==> src/hdl/core_defs.svh <==
// global widths and sizes of the integer core, included by the package and the RTL
`ifndef CORE_DEFS_SVH
`define CORE_DEFS_SVH

// data path width
`define XLEN 32

// architectural registers and their index width
`define NUM_REGS 32
`define REG_IDX_W 5

// micro-op entries between decode and issue
`define IQ_DEPTH 8

// addi x0, x0, 0
`define NOP_INSTR 32'h0000_0013

`endif
==> src/hdl/core_pkg.sv <==
// shared types of the integer core, imported by every stage and the issue interface
`include "core_defs.svh"

package core_pkg;

    typedef logic [`XLEN-1:0] word_t;
    typedef logic [`REG_IDX_W-1:0] reg_idx_t;

    // alu operations, encoding is internal to the core
    typedef enum logic [3:0] {
        ALU_ADD  = 4'd0,
        ALU_SUB  = 4'd1,
        ALU_SLL  = 4'd2,
        ALU_SLT  = 4'd3,
        ALU_SLTU = 4'd4,
        ALU_XOR  = 4'd5,
        ALU_SRL  = 4'd6,
        ALU_SRA  = 4'd7,
        ALU_OR   = 4'd8,
        ALU_AND  = 4'd9
    } alu_func_t;

    // second alu operand source
    typedef enum logic {
        OPR2_RS2 = 1'b0,
        OPR2_IMM = 1'b1
    } opr2_sel_t;

    // immediate formats used by the supported opcodes
    typedef enum logic {
        IMM_I = 1'b0,
        IMM_U = 1'b1
    } imm_type_t;

    // one decoded instruction as it sits in the queue
    typedef struct packed {
        alu_func_t alufn;
        opr2_sel_t opr2_sel;
        logic      is_lui;
        logic      has_rd;
        logic      has_rs1;
        logic      has_rs2;
        reg_idx_t  rd;
        reg_idx_t  rs1;
        reg_idx_t  rs2;
        // already sign extended or shifted by decode
        word_t     imm;
    } uop_t;

    // result leaving the alu stage
    typedef struct packed {
        logic     has_rd;
        reg_idx_t rd;
        word_t    result;
    } wb_bus_t;

endpackage

==> src/hdl/alu_issue_if.sv <==
// registered micro-op path from the issue stage to the alu stage
interface alu_issue_if
    import core_pkg::*;
();

    logic      valid;
    reg_idx_t  rd;
    alu_func_t alufn;
    word_t     opr1;
    word_t     opr2;

    // issue side owns the issue register
    modport issue_mp (
        output valid,
        output rd,
        output alufn,
        output opr1,
        output opr2
    );

    modport alu_mp (
        input valid,
        input rd,
        input alufn,
        input opr1,
        input opr2
    );

endinterface

==> src/hdl/int_core.sv <==
// top level of the integer core, instruction handshake in and writeback results out
module int_core import core_pkg::*; (
    input  logic     clk,
    input  logic     rst,
    input  logic     instr_req,
    input  word_t    instr_data,
    output logic     instr_ack,
    output logic     wb_valid,
    output reg_idx_t wb_rd,
    output word_t    wb_data
);

    logic    push;
    logic    pop;
    logic    queue_full;
    logic    queue_empty;
    uop_t    dec_uop;
    uop_t    iq_head;
    wb_bus_t wb;

    alu_issue_if u_issue_if ();

    instr_decode u_decode (
        .clk        (clk),
        .rst        (rst),
        .instr_req  (instr_req),
        .instr_data (instr_data),
        .instr_ack  (instr_ack),
        .queue_full (queue_full),
        .push       (push),
        .uop        (dec_uop)
    );

    instr_queue u_queue (
        .clk   (clk),
        .rst   (rst),
        .push  (push),
        .pop   (pop),
        .din   (dec_uop),
        .dout  (iq_head),
        .empty (queue_empty),
        .full  (queue_full)
    );

    issue_stage u_issue (
        .clk   (clk),
        .rst   (rst),
        .head  (iq_head),
        .empty (queue_empty),
        .pop   (pop),
        .wb    (wb),
        .issue (u_issue_if.issue_mp)
    );

    alu_stage u_alu (
        .clk   (clk),
        .rst   (rst),
        .issue (u_issue_if.alu_mp),
        .wb    (wb)
    );

    // writeback bus split onto the top ports
    assign wb_valid = wb.has_rd;
    assign wb_rd    = wb.rd;
    assign wb_data  = wb.result;

endmodule

==> src/hdl/alu_stage.sv <==
// alu execution stage, computes the issued operation and registers the writeback bus
module alu_stage import core_pkg::*; (
    input  logic          clk,
    input  logic          rst,
    alu_issue_if.alu_mp   issue,
    output wb_bus_t       wb
);

    logic [4:0] shamt;
    word_t      alu_out;

    assign shamt = issue.opr2[4:0];

    always_comb begin
        case (issue.alufn)
            ALU_ADD:  alu_out = issue.opr1 + issue.opr2;
            ALU_SUB:  alu_out = issue.opr1 - issue.opr2;
            ALU_SLL:  alu_out = issue.opr1 << shamt;
            ALU_SLT:  alu_out = word_t'($signed(issue.opr1) < $signed(issue.opr2));
            ALU_SLTU: alu_out = word_t'(issue.opr1 < issue.opr2);
            ALU_XOR:  alu_out = issue.opr1 ^ issue.opr2;
            ALU_SRL:  alu_out = issue.opr1 >> shamt;
            ALU_SRA:  alu_out = word_t'($signed(issue.opr1) >>> shamt);
            ALU_OR:   alu_out = issue.opr1 | issue.opr2;
            ALU_AND:  alu_out = issue.opr1 & issue.opr2;
            default:  alu_out = '0;
        endcase
    end

    // every issued op has a nonzero rd, decode drops the rest
    always_ff @(posedge clk) begin
        if (rst) begin
            wb.has_rd <= 1'b0;
        end else begin
            wb.has_rd <= issue.valid;
        end
        wb.rd     <= issue.rd;
        wb.result <= alu_out;
    end

endmodule

==> src/hdl/issue_stage.sv <==
// issue stage, scoreboards the queue head, reads operands and loads the alu issue register
`include "core_defs.svh"

module issue_stage import core_pkg::*; (
    input  logic                 clk,
    input  logic                 rst,
    input  uop_t                 head,
    input  logic                 empty,
    output logic                 pop,
    input  wb_bus_t              wb,
    alu_issue_if.issue_mp        issue
);

    logic [`NUM_REGS-1:0] busy;
    logic [`NUM_REGS-1:0] clr_mask;
    logic [`NUM_REGS-1:0] set_mask;
    logic [`NUM_REGS-1:0] busy_now;
    logic                 hazard;
    logic                 can_issue;
    word_t                rs1_data;
    word_t                rs2_data;
    word_t                opr1;
    word_t                opr2;

    reg_file u_reg_file (
        .clk      (clk),
        .rst      (rst),
        .rs1      (head.rs1),
        .rs2      (head.rs2),
        .rs1_data (rs1_data),
        .rs2_data (rs2_data),
        .wb       (wb)
    );

    // a writeback this cycle already frees its register, the value comes
    // through the register file bypass
    assign clr_mask = wb.has_rd ? (`NUM_REGS'(1) << wb.rd) : '0;
    assign busy_now = busy & ~clr_mask;

    // rd is checked too so results retire in program order
    assign hazard = (head.has_rs1 & busy_now[head.rs1])
                  | (head.has_rs2 & busy_now[head.rs2])
                  | (head.has_rd  & busy_now[head.rd]);

    assign can_issue = ~empty & ~hazard;
    assign pop       = can_issue;

    assign set_mask = (can_issue && head.has_rd && head.rd != '0)
                    ? (`NUM_REGS'(1) << head.rd) : '0;

    // set wins over a clear of the same register
    always_ff @(posedge clk) begin
        if (rst) begin
            busy <= '0;
        end else begin
            busy <= busy_now | set_mask;
        end
    end

    // operand selection
    assign opr1 = head.is_lui ? '0 : rs1_data;
    assign opr2 = (head.opr2_sel == OPR2_IMM) ? head.imm : rs2_data;

    always_ff @(posedge clk) begin
        if (rst) begin
            issue.valid <= 1'b0;
        end else begin
            issue.valid <= can_issue;
        end
        if (can_issue) begin
            issue.rd    <= head.rd;
            issue.alufn <= head.alufn;
            issue.opr1  <= opr1;
            issue.opr2  <= opr2;
        end
    end

endmodule

==> src/hdl/reg_file.sv <==
// integer register file, two read ports and one write port fed by the writeback bus
`include "core_defs.svh"

module reg_file import core_pkg::*; (
    input  logic     clk,
    input  logic     rst,
    input  reg_idx_t rs1,
    input  reg_idx_t rs2,
    output word_t    rs1_data,
    output word_t    rs2_data,
    input  wb_bus_t  wb
);

    word_t regs [`NUM_REGS];
    logic  wr_en;

    // x0 is never written
    assign wr_en = ~rst & wb.has_rd & (wb.rd != '0);

    always_ff @(posedge clk) begin
        if (wr_en) begin
            regs[wb.rd] <= wb.result;
        end
    end

    // write-through, so a result is usable in the cycle it is written
    assign rs1_data = (rs1 == '0) ? '0 :
                      (wr_en && wb.rd == rs1) ? wb.result : regs[rs1];
    assign rs2_data = (rs2 == '0) ? '0 :
                      (wr_en && wb.rd == rs2) ? wb.result : regs[rs2];

endmodule

==> src/hdl/instr_queue.sv <==
// show-ahead micro-op FIFO between decode and issue
`include "core_defs.svh"

module instr_queue import core_pkg::*; (
    input  logic clk,
    input  logic rst,
    input  logic push,
    input  logic pop,
    input  uop_t din,
    output uop_t dout,
    output logic empty,
    output logic full
);

    localparam int PTR_W = $clog2(`IQ_DEPTH);
    localparam int CNT_W = $clog2(`IQ_DEPTH + 1);

    uop_t             mem [`IQ_DEPTH];
    logic [PTR_W-1:0] wr_ptr;
    logic [PTR_W-1:0] rd_ptr;
    logic [CNT_W-1:0] count;
    logic             do_push;
    logic             do_pop;

    function automatic logic [PTR_W-1:0] next_ptr(logic [PTR_W-1:0] ptr);
        return (ptr == PTR_W'(`IQ_DEPTH - 1)) ? '0 : ptr + 1'b1;
    endfunction

    assign empty   = (count == '0);
    assign full    = (count == CNT_W'(`IQ_DEPTH));
    assign do_push = push & ~full;
    assign do_pop  = pop & ~empty;

    // head is visible without a read cycle
    assign dout = mem[rd_ptr];

    always_ff @(posedge clk) begin
        if (do_push) begin
            mem[wr_ptr] <= din;
        end
    end

    always_ff @(posedge clk) begin
        if (rst) begin
            wr_ptr <= '0;
            rd_ptr <= '0;
            count  <= '0;
        end else begin
            if (do_push) begin
                wr_ptr <= next_ptr(wr_ptr);
            end
            if (do_pop) begin
                rd_ptr <= next_ptr(rd_ptr);
            end
            case ({do_push, do_pop})
                2'b10:   count <= count + 1'b1;
                2'b01:   count <= count - 1'b1;
                default: count <= count;
            endcase
        end
    end

endmodule

==> src/hdl/instr_decode.sv <==
// decode stage, accepts instructions over req/ack and pushes micro-ops into the queue
`include "core_defs.svh"

module instr_decode import core_pkg::*; (
    input  logic  clk,
    input  logic  rst,
    input  logic  instr_req,
    input  word_t instr_data,
    output logic  instr_ack,
    input  logic  queue_full,
    output logic  push,
    output uop_t  uop
);

    localparam logic [6:0] OPC_OP_IMM = 7'b0010011;
    localparam logic [6:0] OPC_OP     = 7'b0110011;
    localparam logic [6:0] OPC_LUI    = 7'b0110111;

    logic [6:0] opcode;
    logic [2:0] funct3;
    logic [6:0] funct7;
    reg_idx_t   rd;
    reg_idx_t   rs1;
    reg_idx_t   rs2;
    imm_type_t  imm_type;
    logic       supported;
    logic       accept;
    logic       keep;

    // funct3 picks the operation, alt is the funct7[5] variant (sub, sra)
    function automatic alu_func_t f3_alufn(logic [2:0] f3, logic alt);
        alu_func_t fn;
        case (f3)
            3'b000:  fn = alt ? ALU_SUB : ALU_ADD;
            3'b001:  fn = ALU_SLL;
            3'b010:  fn = ALU_SLT;
            3'b011:  fn = ALU_SLTU;
            3'b100:  fn = ALU_XOR;
            3'b101:  fn = alt ? ALU_SRA : ALU_SRL;
            3'b110:  fn = ALU_OR;
            default: fn = ALU_AND;
        endcase
        return fn;
    endfunction

    assign opcode = instr_data[6:0];
    assign rd     = instr_data[11:7];
    assign funct3 = instr_data[14:12];
    assign rs1    = instr_data[19:15];
    assign rs2    = instr_data[24:20];
    assign funct7 = instr_data[31:25];

    always_comb begin
        uop       = '0;
        imm_type  = IMM_I;
        supported = 1'b0;
        uop.rd    = rd;
        uop.rs1   = rs1;
        uop.rs2   = rs2;
        case (opcode)
            OPC_OP_IMM: begin
                supported    = 1'b1;
                // only the shift-right immediate has an alternate form
                uop.alufn    = f3_alufn(funct3, (funct3 == 3'b101) & funct7[5]);
                uop.opr2_sel = OPR2_IMM;
                uop.has_rd   = 1'b1;
                uop.has_rs1  = 1'b1;
            end
            OPC_OP: begin
                supported    = 1'b1;
                uop.alufn    = f3_alufn(funct3, funct7[5]);
                uop.opr2_sel = OPR2_RS2;
                uop.has_rd   = 1'b1;
                uop.has_rs1  = 1'b1;
                uop.has_rs2  = 1'b1;
            end
            OPC_LUI: begin
                supported    = 1'b1;
                uop.alufn    = ALU_ADD;
                uop.opr2_sel = OPR2_IMM;
                uop.is_lui   = 1'b1;
                uop.has_rd   = 1'b1;
                imm_type     = IMM_U;
            end
            default: begin
                supported = 1'b0;
            end
        endcase
        if (imm_type == IMM_U) begin
            uop.imm = {instr_data[31:12], 12'b0};
        end else begin
            uop.imm = {{20{instr_data[31]}}, instr_data[31:20]};
        end
    end

    // new request, not yet acked, and room in the queue
    assign accept = instr_req & ~instr_ack & ~queue_full;

    // x0 targets and foreign opcodes are acked but vanish here
    assign keep = supported & (rd != '0) & (instr_data != `NOP_INSTR);
    assign push = accept & keep;

    always_ff @(posedge clk) begin
        if (rst) begin
            instr_ack <= 1'b0;
        end else if (accept) begin
            instr_ack <= 1'b1;
        end else if (!instr_req) begin
            instr_ack <= 1'b0;
        end
    end

endmodule

==> config.mk <==
export PLATFORM = sky130hd
export DESIGN_NAME = int_core
export DESIGN_NICKNAME = d
export VERILOG_FILES = /design/src/hdl/core_pkg.sv /design/src/hdl/alu_issue_if.sv /design/src/hdl/int_core.sv /design/src/hdl/alu_stage.sv /design/src/hdl/issue_stage.sv /design/src/hdl/reg_file.sv /design/src/hdl/instr_queue.sv /design/src/hdl/instr_decode.sv
export VERILOG_INCLUDE_DIRS = /design/src /design/src/hdl
export SDC_FILE = /design/constraint.sdc
export NUM_CORES = 2
export LEC_CHECK = 0
export BUFFER_PORTS_ARGS = -buffer_cell sky130_fd_sc_hd__buf_4
export CORE_UTILIZATION = 50
export CTS_CLUSTER_SIZE = 24
export DETAILED_ROUTE_END_ITERATION = 10
export HOLD_SLACK_MARGIN = 0.12
export PLACE_DENSITY = 0.65
export SETUP_SLACK_MARGIN = 0.05
export SKIP_CTS_REPAIR_TIMING = 1
export SLEW_MARGIN = 15
export SYNTH_ARGS = -nofsm -noshare
export SYNTH_HDL_FRONTEND = slang
export SYNTH_HIERARCHICAL = 1
export SYNTH_SLANG_ARGS = --single-unit
==> constraint.sdc <==
create_clock -name clk -period 11.8 [get_ports clk]
set_clock_uncertainty 0.2 [all_clocks]
set_input_delay 1.77 -clock clk [delete_from_list [all_inputs] [get_ports clk]]
set_output_delay 1.77 -clock clk [all_outputs]
set_load 0.1 [all_outputs]
==> out/results.ini <==
[synth]
ys_seq_area_share_pct = 59.9
synth_ff_type = edfxtp_1
synth-seq-cells = 1630
yosys-top-cells-area = edfxtp_1 (58%), mux4_2 (15%), mux2i_1 (4.5%)
synth_cells = 5176
synth_edf_count = 1545
synth_top_area_share_pct = 57.8
synth_cell_types = 95
ys_warn_count = 6
syn-cell-area_um2 = 80300
avgSynthCellArea_um2 = 15.5
synthArstFlopShare_pct = 0
synth_top_area_cell = edfxtp_1

[final_layout]
syn2layout_area_growth_pct = 10.5
fillCellCount = 12500
fin_util_pct = 55.8
layout-drive-gt1-share_pct = 22.9
fin_area_um2 = 88700
layout.nets = 5355
fin_cells = 7430

[critical_path]
reg2reg_to = u_issue/issue.opr1[11]
critPathArrivalTime_ns = 7.34
slowest_delay_ns = 0.96
cp_num_buf_inv = 4
cp-end-kind = flop
cp_slowest_cell = dfxtp_4
path_cells = buf_4 -> buf_4 -> mux4_2 -> mux2_2 -> mux4_2 -> nor2_1 -> nor2_1 -> o22ai_1 -> nor3_2 -> buf_4 -> buf_4
cp_max_fo = 47
cp.depth = 11
reg2regPathDepth = 11
cp-start-kind = flop
r2r_setup_slack_ns = 4.71
crit_path_end = u_issue/issue.opr1[11]
critPathKind = reg2reg
crit_top_cell = buf_4
critPathTopFamily = buffers and inverters
crit_required_ns = 12.05

[timing]
fin_setup_tns_ns = 0
max_slew_margin_pct = 17.5
rsz0062_at_grt = no
setup_violations = 0
tightest_slew_ns = 1.24
timing.final.crit_share_pct = 60.1
period_needed_ns = 7.09
drv_slew = 0
whs_ns = 0.139
setup_ws_ns = 4.71
max_freq_mhz = 141
hold_viol_final = 0

[die]
initial_utilization_pct = 50.5
die_area_um2 = 162000
coreArea_um2 = 159000
pin_count = 74
die_w_um = 403
num_rows = 146
die_h_um = 403

[clocking]
clock_sinks = 1630
insertion_delay_ns = 0.84
cts_tree = yes
htree_levels = 4
cts_buffer_depth = 3
cts_buffers = 169
clk_pin_slew_ns = 0.06
cts-root-buf = clkbuf_16

[status]
run_status = finished clean

[global_routing]
grt_max_degree = 104
overflow = 0
grt_pass1_wl_mm = 385
antenna_found_initial = 13
grt.total_usage_pct = 33.8
first_global_vias = 51100

[routing]
wl_mm = 276
ant_nets = 0
viasPerCell = 7.13
route.detailed.drc = 0
firstDrtPassIters = 6
vias = 53000
drt_iter0_drc = 8282
routedWlPerCell_um = 37.1

[job]
max_cap_violations = 0

[placement]
dp_slack_ns = 4.68
dpl.hpwl_mm = 165
gp_congestion = 0.956
io_buffers = 73
dp.cells = 7113
dpl_cell_area_um2 = 83300

[power_and_ir_drop]
p_per_area_nw_per_um2 = 131
vdd_ir_drop_max_mv = 0.144
p_leak_nw = 29.5
total_power_mw = 11.7

[min_path]
hold_class = reg2reg

[cell usage after synthesis, types with 44 or more instances]
cell type     n
mux4_2      547
dfxtp_1      85
a21oi_1     218
a211oi_1     53
buf_1        44
a22oi_1      79
o21ai_0     166
mux2i_1     364
buf_2        86
nand3_1      68
ha_1        106
o21ai_1      52
o22ai_1     113
nor2b_1      83
edfxtp_1   1545
nor3_1       54
clkbuf_1    210
inv_1        95
a221oi_1     58
mux2_2       95
nor2_1      273
nand2_1     178
[kinds of logic (layout without fill, tap and decap cells)]
| family | Yosys count | after routing | synth area share, % |
|---|---|---|---|
| XOR/XNOR | 35 | 35 | 0.382 |
| AND/OR/NAND/NOR | 828 | 828 | 5.03 |
| other | 1 | 36 | 0.00467 |
| adder cells (fa/ha/maj) | 108 | 108 | 1.70 |
| flip-flops | 1630 | 1630 | 59.9 |
| AO/OA/AOI/OAI | 1061 | 1061 | 8.81 |
| multiplexers | 1008 | 1008 | 21.2 |
| buffers and inverters | 505 | 652 | 2.90 |
[power by group]
group / switching [mW] / total (mW) / internal (mW)
logic: 0.0949 / 0.138 / 0.0431
clock network: 2.31 / 5.24 / 2.92
registers: 0.00698 / 6.28 / 6.27
total: 2.41 / 11.7 / 9.24
[flip-flops by register name, summed over array words and instances (netlist names), named ones only]
signal / flops
u_queue/count: 4
u_issue/issue.valid: 1
u_queue/mem: 448
u_issue/u_reg_file/regs: 1024
u_decode/instr_ack: 1
u_issue/busy: 32
u_issue/issue.opr1: 32
u_issue/issue.rd: 5
u_issue/issue.alufn: 4
u_queue/rd_ptr: 3
u_issue/issue.opr2: 32
u_queue/wr_ptr: 3
u_alu/wb: 38
[cell usage in the layout, fill, tap and decap left out, types with 113 or more instances in the layout]
| cell | instances |
|---|---|
| nor2_1 | 237 |
| a21oi_1 | 218 |
| buf_4 | 234 |
| o22ai_1 | 113 |
| o21ai_0 | 166 |
| nand2_1 | 175 |
| mux4_2 | 547 |
| mux2i_1 | 364 |
| clkbuf_16 | 170 |
| edfxtp_1 | 1545 |
[metal layers]
metal | GRT usage [%] | up-vias | part of all wire, %
met5 | 0 | - | 0.035
met4 | 17.9 | 12 | 6.1
met3 | 8.90 | 700 | 12
met2 | 49.8 | 3784 | 44
met1 | 46.3 | 27300 | 37
li1 | - | 21200 | -
[worst min path at each step]
stage | start | to | slack (ns) | depth (start not counted)
finish | u_issue/issue.rd[4] | u_alu/wb[36] | 0.14 | 0
global route | u_issue/issue.rd[3] | u_alu/wb[35] | 0.15 | 0
CTS | u_issue/issue.rd[4] | u_alu/wb[36] | 0.14 | 0
detailed placement | u_issue/issue.rd[1] | u_alu/wb[33] | 0.13 | 0
global placement | u_issue/issue.rd[4] | u_alu/wb[36] | 0.13 | 0
floorplan | u_issue/issue.rd[0] | u_alu/wb[32] | 0.12 | 0
[area by class of cell]
class                   instances  area (um2)  share of cell area [%]
multi-input cells            3072       30400                    34.3
well taps                    2072        2590                    2.92
flip-flops and latches       1630       48100                    54.2
repair buffers                237        1820                    2.05
clock buffers                 218        4550                    5.13
clock inverters                95         871                   0.981
diodes                          4        10.0                  0.0113
inverters                     102         383                   0.432
No activity file was read; power rests on OpenSTA's default activity.
